File: config.mk
export PLATFORM = sky130hd
export DESIGN_NAME = cpu_top
export DESIGN_NICKNAME = d
export VERILOG_FILES = /design/src/rtl/rv32i_types.sv /design/src/rtl/pipe_ctrl_pkg.sv /design/src/rtl/control_rom.sv /design/src/rtl/regfile.sv /design/src/rtl/alu.sv /design/src/rtl/hazard_forward_unit.sv /design/src/rtl/mem_align.sv /design/src/rtl/cpu_datapath.sv /design/src/rtl/cpu_top.sv
export VERILOG_INCLUDE_DIRS = /design/src /design/src/rtl
export SDC_FILE = /design/constraint.sdc
export NUM_CORES = 2
export LEC_CHECK = 0
export BUFFER_PORTS_ARGS = -buffer_cell sky130_fd_sc_hd__buf_4
export CORE_MARGIN = 5
export CORE_UTILIZATION = 60
export DETAILED_ROUTE_END_ITERATION = 6
export PLACE_DENSITY = 0.75
export SETUP_SLACK_MARGIN = 0.02
export SYNTH_ARGS = -nofsm -noshare
export SYNTH_HDL_FRONTEND = slang
export SYNTH_HIERARCHICAL = 1
export SYNTH_SLANG_ARGS = --single-unit
File: constraint.sdc
create_clock -name clk -period 15.05 [get_ports clk]
set_input_delay 0.7525 -clock clk [delete_from_list [all_inputs] [get_ports clk]]
set_output_delay 0.7525 -clock clk [all_outputs]
set_load 0.03 [all_outputs]
File: src/rtl/cpu_cfg.svh
`ifndef CPU_CFG_SVH
`define CPU_CFG_SVH

// First fetch address after reset
`define RESET_PC 32'h0000_0000

`define REG_COUNT 32

// Longest wait for a memory resp before the core counts as hung
`define MEM_WAIT_MAX 16

`endif

File: src/rtl/rv32i_types.sv
package rv32i_types;

    typedef logic [31:0] rv32i_word;
    typedef logic [4:0] reg_idx;

    // Only the opcodes this core executes
    typedef enum logic [6:0] {
        op_lui   = 7'b0110111,
        op_load  = 7'b0000011,
        op_store = 7'b0100011,
        op_imm   = 7'b0010011,
        op_reg   = 7'b0110011
    } rv32i_opcode;

    typedef enum logic [2:0] {
        lb  = 3'b000,
        lh  = 3'b001,
        lw  = 3'b010,
        lbu = 3'b100,
        lhu = 3'b101
    } load_funct3_t;

    typedef enum logic [2:0] {
        sb = 3'b000,
        sh = 3'b001,
        sw = 3'b010
    } store_funct3_t;

    // addi x0, x0, 0
    localparam rv32i_word nop_instr = 32'h0000_0013;

endpackage

File: src/rtl/pipe_ctrl_pkg.sv
package pipe_ctrl_pkg;

    // alu_add must stay at zero so an all-zero word is a bubble
    typedef enum logic [3:0] {
        alu_add,
        alu_sub,
        alu_sll,
        alu_slt,
        alu_sltu,
        alu_xor,
        alu_srl,
        alu_sra,
        alu_or,
        alu_and
    } alu_ops;

    typedef enum logic [1:0] {
        i_imm_sel,
        s_imm_sel,
        rs2_sel
    } alumux2_sel_t;

    typedef enum logic [1:0] {
        alu_out_wb_sel,
        u_imm_wb_sel,
        rdata_wb_sel
    } wbmux_sel_t;

    typedef struct packed {
        alu_ops aluop;
        alumux2_sel_t alumux2_sel;
        wbmux_sel_t wbmux_sel;
        logic load_regfile;
        logic dmem_read;
        logic dmem_write;
        logic [2:0] funct3;
    } rv32i_control_word;

endpackage

File: src/rtl/control_rom.sv
`timescale 1ns/1ps

module control_rom import rv32i_types::*, pipe_ctrl_pkg::*; (
    input rv32i_word instr,
    output rv32i_control_word ctw,
    output reg_idx rs1,
    output reg_idx rs2,
    output reg_idx rd
);

    logic [2:0] funct3;
    logic [6:0] funct7;
    logic valid;

    assign funct3 = instr[14:12];
    assign funct7 = instr[31:25];
    assign rs1 = instr[19:15];
    assign rs2 = instr[24:20];
    assign rd = instr[11:7];

    always_comb begin
        ctw = '0;
        ctw.funct3 = funct3;
        ctw.load_regfile = 1'b1;
        valid = 1'b1;
        case (rv32i_opcode'(instr[6:0]))
            op_reg: begin
                ctw.alumux2_sel = rs2_sel;
                // funct7 bit 5 only selects sub and sra
                valid = (funct7 == 7'h00) ||
                        (funct7 == 7'h20 && (funct3 == 3'b000 || funct3 == 3'b101));
                case (funct3)
                    3'b000: ctw.aluop = funct7[5] ? alu_sub : alu_add;
                    3'b001: ctw.aluop = alu_sll;
                    3'b010: ctw.aluop = alu_slt;
                    3'b011: ctw.aluop = alu_sltu;
                    3'b100: ctw.aluop = alu_xor;
                    3'b101: ctw.aluop = funct7[5] ? alu_sra : alu_srl;
                    3'b110: ctw.aluop = alu_or;
                    default: ctw.aluop = alu_and;
                endcase
            end
            op_imm: begin
                ctw.alumux2_sel = i_imm_sel;
                case (funct3)
                    3'b000: ctw.aluop = alu_add;
                    3'b010: ctw.aluop = alu_slt;
                    3'b100: ctw.aluop = alu_xor;
                    3'b110: ctw.aluop = alu_or;
                    3'b111: ctw.aluop = alu_and;
                    default: valid = 1'b0;
                endcase
            end
            op_lui: ctw.wbmux_sel = u_imm_wb_sel;
            op_load: begin
                ctw.wbmux_sel = rdata_wb_sel;
                ctw.dmem_read = 1'b1;
                valid = funct3 inside {lb, lh, lw, lbu, lhu};
            end
            op_store: begin
                ctw.alumux2_sel = s_imm_sel;
                ctw.load_regfile = 1'b0;
                ctw.dmem_write = 1'b1;
                valid = funct3 inside {sb, sh, sw};
            end
            default: valid = 1'b0;
        endcase
        if (!valid) begin
            ctw = '0;
        end
    end

endmodule

File: src/rtl/regfile.sv
`timescale 1ns/1ps
`include "cpu_cfg.svh"

module regfile import rv32i_types::*; (
    input logic clk,
    input logic rst_n,
    input logic load,
    input reg_idx rd,
    input reg_idx rs1,
    input reg_idx rs2,
    input rv32i_word in,
    output rv32i_word rs1_out,
    output rv32i_word rs2_out
);

    rv32i_word data [`REG_COUNT];

    always_ff @(posedge clk or negedge rst_n) begin
        if (!rst_n) begin
            for (int i = 0; i < `REG_COUNT; i++) begin
                data[i] <= '0;
            end
        end else if (load && rd != '0) begin
            data[rd] <= in;
        end
    end

    assign rs1_out = data[rs1];
    assign rs2_out = data[rs2];

    x0_rs1_zero: assert property (@(posedge clk) disable iff (!rst_n)
        rs1 == '0 |-> rs1_out == '0);
    x0_rs2_zero: assert property (@(posedge clk) disable iff (!rst_n)
        rs2 == '0 |-> rs2_out == '0);

endmodule

File: src/rtl/alu.sv
`timescale 1ns/1ps

module alu import rv32i_types::*, pipe_ctrl_pkg::*; (
    input alu_ops aluop,
    input rv32i_word a,
    input rv32i_word b,
    output rv32i_word f
);

    logic [4:0] shamt;

    assign shamt = b[4:0];

    always_comb begin
        case (aluop)
            alu_add: f = a + b;
            alu_sub: f = a - b;
            alu_sll: f = a << shamt;
            alu_slt: f = {31'd0, $signed(a) < $signed(b)};
            alu_sltu: f = {31'd0, a < b};
            alu_xor: f = a ^ b;
            alu_srl: f = a >> shamt;
            alu_sra: f = rv32i_word'($signed(a) >>> shamt);
            alu_or: f = a | b;
            default: f = a & b;
        endcase
    end

endmodule

File: src/rtl/hazard_forward_unit.sv
`timescale 1ns/1ps

module hazard_forward_unit import rv32i_types::*; (
    input reg_idx rs1,
    input reg_idx rs2,
    input reg_idx rs1_ex,
    input reg_idx rs2_ex,
    input reg_idx rd_ex,
    input reg_idx rd_mem,
    input reg_idx rd_wb,
    input logic load_ex,
    input logic load_regfile_mem,
    input logic load_regfile_wb,
    output logic stall,
    output logic rs1_id_sel,
    output logic rs2_id_sel,
    output logic [1:0] rs1_ex_sel,
    output logic [1:0] rs2_ex_sel
);

    logic mem_writes, wb_writes;

    // x0 is never a forwarding source
    assign mem_writes = load_regfile_mem && rd_mem != '0;
    assign wb_writes = load_regfile_wb && rd_wb != '0;

    // Load in execute with a consumer in decode
    assign stall = load_ex && rd_ex != '0 && (rd_ex == rs1 || rd_ex == rs2);

    // Same-cycle register file write seen by decode
    assign rs1_id_sel = wb_writes && rd_wb == rs1;
    assign rs2_id_sel = wb_writes && rd_wb == rs2;

    // 0 keeps the ID/EX value, 1 takes memory stage, 2 takes write-back
    always_comb begin
        rs1_ex_sel = 2'd0;
        if (mem_writes && rd_mem == rs1_ex) begin
            rs1_ex_sel = 2'd1;
        end else if (wb_writes && rd_wb == rs1_ex) begin
            rs1_ex_sel = 2'd2;
        end
        rs2_ex_sel = 2'd0;
        if (mem_writes && rd_mem == rs2_ex) begin
            rs2_ex_sel = 2'd1;
        end else if (wb_writes && rd_wb == rs2_ex) begin
            rs2_ex_sel = 2'd2;
        end
    end

endmodule

File: src/rtl/mem_align.sv
`timescale 1ns/1ps

module mem_align import rv32i_types::*; (
    input logic clk,
    input logic rst_n,
    input logic dmem_write,
    input rv32i_word mem_addr,
    input logic [2:0] mem_funct3,
    input rv32i_word store_data,
    input rv32i_word dmem_rdata,
    output logic [3:0] dmem_byte_enable,
    output rv32i_word dmem_wdata,
    output rv32i_word load_data
);

    logic [1:0] offset;
    logic [7:0] rbyte;
    logic [15:0] rhalf;

    assign offset = mem_addr[1:0];
    assign rbyte = dmem_rdata[{offset, 3'b000} +: 8];
    assign rhalf = dmem_rdata[{offset[1], 4'b0000} +: 16];

    always_comb begin
        dmem_byte_enable = 4'h0;
        dmem_wdata = '0;
        case (store_funct3_t'(mem_funct3))
            sb: begin
                dmem_byte_enable = 4'b0001 << offset;
                dmem_wdata = {24'd0, store_data[7:0]} << {offset, 3'b000};
            end
            sh: begin
                // Odd halfword address leaves enables at zero
                if (!offset[0]) begin
                    dmem_byte_enable = 4'b0011 << offset;
                    dmem_wdata = {16'd0, store_data[15:0]} << {offset, 3'b000};
                end
            end
            sw: begin
                dmem_byte_enable = 4'hf;
                dmem_wdata = store_data;
            end
            default: ;
        endcase
    end

    always_comb begin
        case (load_funct3_t'(mem_funct3))
            lb: load_data = {{24{rbyte[7]}}, rbyte};
            lh: load_data = {{16{rhalf[15]}}, rhalf};
            lbu: load_data = {24'd0, rbyte};
            lhu: load_data = {16'd0, rhalf};
            default: load_data = dmem_rdata;
        endcase
    end

    no_empty_write: assert property (@(posedge clk) disable iff (!rst_n)
        dmem_write |-> dmem_byte_enable != 4'h0);

endmodule

File: src/rtl/cpu_datapath.sv
`timescale 1ns/1ps
`include "cpu_cfg.svh"

module cpu_datapath import rv32i_types::*, pipe_ctrl_pkg::*; (
    input logic clk,
    input logic rst_n,
    input logic imem_resp,
    input rv32i_word imem_rdata,
    input logic dmem_resp,
    input rv32i_word load_data,
    output logic imem_read,
    output rv32i_word imem_address,
    output logic dmem_read,
    output logic dmem_write,
    output rv32i_word mem_addr,
    output logic [2:0] mem_funct3,
    output rv32i_word store_data
);

    rv32i_word pc, fetched, imem_buf, load_buf;
    rv32i_word ir_id, ir_ex;
    logic imem_done, dmem_done, imem_busy, dmem_busy, busy, stall, fetch_adv;
    rv32i_control_word ctw_id, ctw_ex, ctw_mem, ctw_wb;
    reg_idx rs1_id, rs2_id, rd_id, rs1_ex, rs2_ex, rd_ex, rd_mem, rd_wb;
    logic rs1_id_sel, rs2_id_sel;
    logic [1:0] rs1_ex_sel, rs2_ex_sel;
    rv32i_word rs1_rf, rs2_rf, rs1_id_val, rs2_id_val, rs1_ex_val, rs2_ex_val;
    rv32i_word rs1_fwd, rs2_fwd, i_imm, s_imm, u_imm, alu_b, alu_out, ex_result;
    rv32i_word result_mem, rs2_mem, result_wb, load_wb, wb_data;

    // A completed request is remembered so a frozen stage never asks twice
    assign imem_read = ~imem_done;
    assign imem_address = pc;
    assign dmem_read = ctw_mem.dmem_read & ~dmem_done;
    assign dmem_write = ctw_mem.dmem_write & ~dmem_done;

    assign imem_busy = imem_read & ~imem_resp;
    assign dmem_busy = (dmem_read | dmem_write) & ~dmem_resp;
    assign busy = imem_busy | dmem_busy;
    assign fetch_adv = ~busy & ~stall;
    assign fetched = imem_done ? imem_buf : imem_rdata;

    always_ff @(posedge clk or negedge rst_n) begin
        if (!rst_n) begin
            pc <= `RESET_PC;
            ir_id <= nop_instr;
            imem_done <= 1'b0;
        end else if (fetch_adv) begin
            pc <= pc + 32'd4;
            ir_id <= fetched;
            imem_done <= 1'b0;
        end else if (imem_read && imem_resp) begin
            imem_done <= 1'b1;
        end
    end

    always_ff @(posedge clk or negedge rst_n) begin
        if (!rst_n) begin
            dmem_done <= 1'b0;
        end else if (!busy) begin
            dmem_done <= 1'b0;
        end else if ((dmem_read || dmem_write) && dmem_resp) begin
            dmem_done <= 1'b1;
        end
    end

    always_ff @(posedge clk) begin
        if (imem_read && imem_resp) begin
            imem_buf <= imem_rdata;
        end
        if (dmem_resp) begin
            load_buf <= load_data;
        end
    end

    control_rom control (
        .instr(ir_id),
        .ctw(ctw_id),
        .rs1(rs1_id),
        .rs2(rs2_id),
        .rd(rd_id)
    );

    regfile regfile (
        .clk,
        .rst_n,
        .load(ctw_wb.load_regfile),
        .rd(rd_wb),
        .rs1(rs1_id),
        .rs2(rs2_id),
        .in(wb_data),
        .rs1_out(rs1_rf),
        .rs2_out(rs2_rf)
    );

    hazard_forward_unit hfu (
        .rs1(rs1_id),
        .rs2(rs2_id),
        .rs1_ex,
        .rs2_ex,
        .rd_ex,
        .rd_mem,
        .rd_wb,
        .load_ex(ctw_ex.dmem_read),
        .load_regfile_mem(ctw_mem.load_regfile),
        .load_regfile_wb(ctw_wb.load_regfile),
        .stall,
        .rs1_id_sel,
        .rs2_id_sel,
        .rs1_ex_sel,
        .rs2_ex_sel
    );

    assign rs1_id_val = rs1_id_sel ? wb_data : rs1_rf;
    assign rs2_id_val = rs2_id_sel ? wb_data : rs2_rf;

    assign i_imm = {{21{ir_ex[31]}}, ir_ex[30:20]};
    assign s_imm = {{21{ir_ex[31]}}, ir_ex[30:25], ir_ex[11:7]};
    assign u_imm = {ir_ex[31:12], 12'h000};

    always_comb begin
        case (rs1_ex_sel)
            2'd1: rs1_fwd = result_mem;
            2'd2: rs1_fwd = wb_data;
            default: rs1_fwd = rs1_ex_val;
        endcase
        case (rs2_ex_sel)
            2'd1: rs2_fwd = result_mem;
            2'd2: rs2_fwd = wb_data;
            default: rs2_fwd = rs2_ex_val;
        endcase
        case (ctw_ex.alumux2_sel)
            s_imm_sel: alu_b = s_imm;
            rs2_sel: alu_b = rs2_fwd;
            default: alu_b = i_imm;
        endcase
    end

    alu alu (
        .aluop(ctw_ex.aluop),
        .a(rs1_fwd),
        .b(alu_b),
        .f(alu_out)
    );

    // lui resolves here so the memory stage can forward it
    assign ex_result = (ctw_ex.wbmux_sel == u_imm_wb_sel) ? u_imm : alu_out;

    assign mem_addr = result_mem;
    assign mem_funct3 = ctw_mem.funct3;
    assign store_data = rs2_mem;

    assign wb_data = (ctw_wb.wbmux_sel == rdata_wb_sel) ? load_wb : result_wb;

    always_ff @(posedge clk or negedge rst_n) begin
        if (!rst_n) begin
            ctw_ex <= '0;
            ctw_mem <= '0;
            ctw_wb <= '0;
        end else if (!busy) begin
            if (stall) begin
                ctw_ex <= '0;
            end else begin
                ctw_ex <= ctw_id;
            end
            ctw_mem <= ctw_ex;
            ctw_wb <= ctw_mem;
        end
    end

    always_ff @(posedge clk) begin
        if (!busy) begin
            ir_ex <= ir_id;
            rs1_ex <= rs1_id;
            rs2_ex <= rs2_id;
            rd_ex <= rd_id;
            rs1_ex_val <= rs1_id_val;
            rs2_ex_val <= rs2_id_val;
            result_mem <= ex_result;
            rs2_mem <= rs2_fwd;
            rd_mem <= rd_ex;
            result_wb <= result_mem;
            load_wb <= dmem_done ? load_buf : load_data;
            rd_wb <= rd_mem;
        end
    end

    imem_addr_stable: assert property (@(posedge clk) disable iff (!rst_n)
        imem_read && !imem_resp |=> $stable(imem_address));

    // A frozen pipeline must thaw once the memories answer
    mem_wait_bounded: assert property (@(posedge clk) disable iff (!rst_n)
        busy |-> ##[1:`MEM_WAIT_MAX] !busy);

endmodule

File: src/rtl/cpu_top.sv
`timescale 1ns/1ps

module cpu_top import rv32i_types::*; (
    input logic clk,
    input logic rst_n,
    input logic imem_resp,
    input rv32i_word imem_rdata,
    input logic dmem_resp,
    input rv32i_word dmem_rdata,
    output logic imem_read,
    output rv32i_word imem_address,
    output logic dmem_read,
    output logic dmem_write,
    output rv32i_word dmem_address,
    output logic [3:0] dmem_byte_enable,
    output rv32i_word dmem_wdata
);

    rv32i_word mem_addr, store_data, load_data;
    logic [2:0] mem_funct3;

    cpu_datapath datapath (
        .clk,
        .rst_n,
        .imem_resp,
        .imem_rdata,
        .dmem_resp,
        .load_data,
        .imem_read,
        .imem_address,
        .dmem_read,
        .dmem_write,
        .mem_addr,
        .mem_funct3,
        .store_data
    );

    // Memory sees word addresses, lanes come from the byte enables
    assign dmem_address = {mem_addr[31:2], 2'b00};

    mem_align align (
        .clk,
        .rst_n,
        .dmem_write,
        .mem_addr,
        .mem_funct3,
        .store_data,
        .dmem_rdata,
        .dmem_byte_enable,
        .dmem_wdata,
        .load_data
    );

endmodule

==> impl_metrics.toml <==
[timing]
max_clock_freq_mhz = 126
finalSetupViolCount = 0
fin_worst_skew_ns = 0.0387
finalHoldViolCount = 0
fin_crit_sh_pct = 52.6
worst_pin_slew_ns = 1.47
rsz0062_at_grt = "no"
finalSetupTns_ns = 0
finalMaxSlewViolations = 0
max_slew_margin_pct = 1.70
post-route-min-period_ns = 7.92

[power]
p_leak_nw = 42.9
peakVddDrop_uv = 113
p_total_w = 0.0137
power_density_nw_per_um2 = 152

[synthesis]
avgSynthCellArea_um2 = 11.2
yosys.area.top_type = "dfrtp_1"
yosysMostFrequentCell = "mux2i_1"
synth-seq-area-share_pct = 44.3
synth.mux.area_fraction_pct = 28.9
synth_area_leaders = "dfrtp_1 33%, mux2i_1 14%, mux2_2 14%"
synth_top_family_by_area = "multiplexers"
synth_ff_type = "dfrtp_1"
synth_xor_area_share_pct = 0.985
synth_edf_count = 306
yosys_warnings = 6
netlist_top_cells_count = "1,152 x mux2i_1, 1,110 x dfrtp_1, 1,018 x mux2_2"
synth.distinct_cells = 110
synth_compound_gate_area_share_pct = 11.6
synth.ff_latch_count = 1419
synthCells = 7492
synth-simple-area-share_pct = 7.45
synth.cell_area_um2 = 83600
yosysTopAreaCellShare_pct = 33.2
synth_fa_ha_area_share_pct = 1.60
async_flop_share_pct = 78.4

[status]
violations = "DRC, capacitance limit"
outcome = "finished with violations"

[placed_design]
portBuffers = 166
gp_congestion = 1.05
hpwl_um = 175000

[global_routing]
grt_max_degree = 180
track_usage_pct = 37.8
grt_pass1_wl_um = 416000
grt_pass1_vias = 63027
globalRoute.totalOverflow = 0
antenna_found_initial = 10

[flow_run]
cap_violations = 1

[die]
start_util_pct = 60.1
core_um2 = 139000
die_w_um = 383
dieArea_um2 = 147000
die_h_um = 383
io_pins = 171
num_rows = 137

[clock_network]
clk_latency_ns = 0.80
cts_buffer_depth = 3
clk_pin_slew_worst_paths_ns = 0.06
cts_setup_buffers = 0
numCtsBuffers = 157
htreeDepth = 4
cts-root-buf = "clkbuf_16"
cts_sinks = 1419
cts_tree = "yes"

[layout]
layout.nets = 7433
largest_register_ffs = 1024
area_growth_pct = 8.09
fillers = 10743
drive_gt1_share_pct = 24.1
top_register = "datapath/regfile/data"

[critical_path]
startpoint_type = "register"
cp-end-kind = "register"
criticalPathCategory = "register to register"
critPathArrivalTime_ns = 8.46
worstPathMaxFanout = 47
worst_ep_required_time_ns = 15.59

[route]
drc = 2
first_pass_iters = 7
ant_nets = 0
wire_per_inst_um = 30.7
routed_wl_um = 285000
drt_iter0_markers = 7946
vias = 64188
vias_per_cell = 6.93

[min_path]
hold_path_class = "input port to register"
==> where the power goes <==
| part | internal, W | switching [W] |
|---|---|---|
| Sequential | 0.00460 | 0.000591 |
| Combinational | 0.00163 | 0.00296 |
| Clock | 0.00229 | 0.00165 |
| Total | 0.00851 | 0.00520 |
==> cells in the final DEF (no fill, tap or decap), drive strengths merged, types with 25 or more instances in the layout <==
master  instances
nand2b         33
nor2b          43
xor2           39
clkinv         38
mux2         1065
a22o          177
edfxtp        306
a22oi         230
nand3         244
a31oi          90
xnor2          55
nand2         433
o21ai         189
nor3          100
nor2          302
mux4           25
clkbuf        228
a221oi         44
dfrtp        1110
ha            104
a21oi         482
and2           31
a211oi         38
inv           182
buf           313
mux2i        1154
==> routing by layer <==
metal | GRT usage [%] | part of all wire, %
met3 | 8.79 | 10
met5 | 0 | 0.0039
met1 | 51.4 | 40
met2 | 55.7 | 43
met4 | 21.9 | 6.9
==> worst max-delay path, stage by stage (launching register included) <==
cell,delay [ns]
edfxtp_1,0.66
or4_1,0.19
o21ai_1,0.12
or4_1,0.57
nor4_2,0.30
ha_2,0.91
a221oi_1,0.18
a21oi_1,0.29
a21o_4,0.49
buf_4,0.63
ha_1,0.36
fa_1,0.28
a211oi_2,0.09
o21bai_1,0.21
o21a_1,0.26
a21oi_1,0.13
o31a_1,0.41
a31oi_1,0.60
a221oi_1,0.25
xnor2_1,0.18
a21oi_1,0.15
o21ai_1,0.08
mux2_2,0.27
==> cells by family after synthesis <==
logic type	Yosys count
buffers and inverters	880
and+or+nand+nor	1303
AOI/OAI and AO/OA	1444
other	2
xor gates and xnor gates	94
adders and majority gates	106
DFF	1419
muxes	2244
==> area by class of cell <==
type                       instances  area (um^2)  area share, %
timing repair buffer             314         2490           2.76
inverter                         172          653          0.723
tap                             1876         2350           2.60
multi-input combinational       5195        42500           47.0
clock buffer                     228         4540           5.02
sequential                      1419        37100           41.0
antenna                            4         10.0         0.0111
clock inverter                    61          756          0.836
==> path summary, 6_finish.rpt <==
| check | from | endpoint | slack, ns | cells after the start |
|---|---|---|---|---|
| min in group asynchronous | rst_n | datapath/regfile/data[950] | 0.59 | 2 |
| worst min register to register | datapath/regfile/data[1014] | datapath/regfile/data[1014] | 0.39 | 0 |
| worst min-delay path | imem_rdata[2] | datapath/imem_buf[2] | 0.14 | 1 |
| max in group asynchronous | rst_n | datapath/regfile/data[485] | 11.17 | 5 |
| worst max-delay path | datapath/rd_wb[4] | datapath/mem_addr[30] | 7.13 | 22 |
| worst max register to register | datapath/rd_wb[4] | datapath/mem_addr[30] | 7.13 | 22 |
==> per-stage QoR <==
stage / instances / hold WS (ns) / worst slack (ns) / area [um^2] / util, %
after global routing: 9265 / 0.106 / 6.85 / 90300 / 65.0
after detailed placement: 8975 / 0.388 / 7.39 / 85000 / 61.2
after CTS: 9265 / 0.0792 / 7.36 / 90300 / 65.0
final: 9269 / 0.143 / 7.13 / 90300 / 65.0
after global placement: 8975 / 0.384 / 7.49 / 85000 / 61.2
after floorplan: 7494 / 0.438 / 8.69 / 83600 / -
==> what timing repair did <==
action	CTS	global route
hold buffers	1	0
gates resized for setup	0	0
endpoints found under the hold margin	3	0
Power figures use the tool's default switching activity.
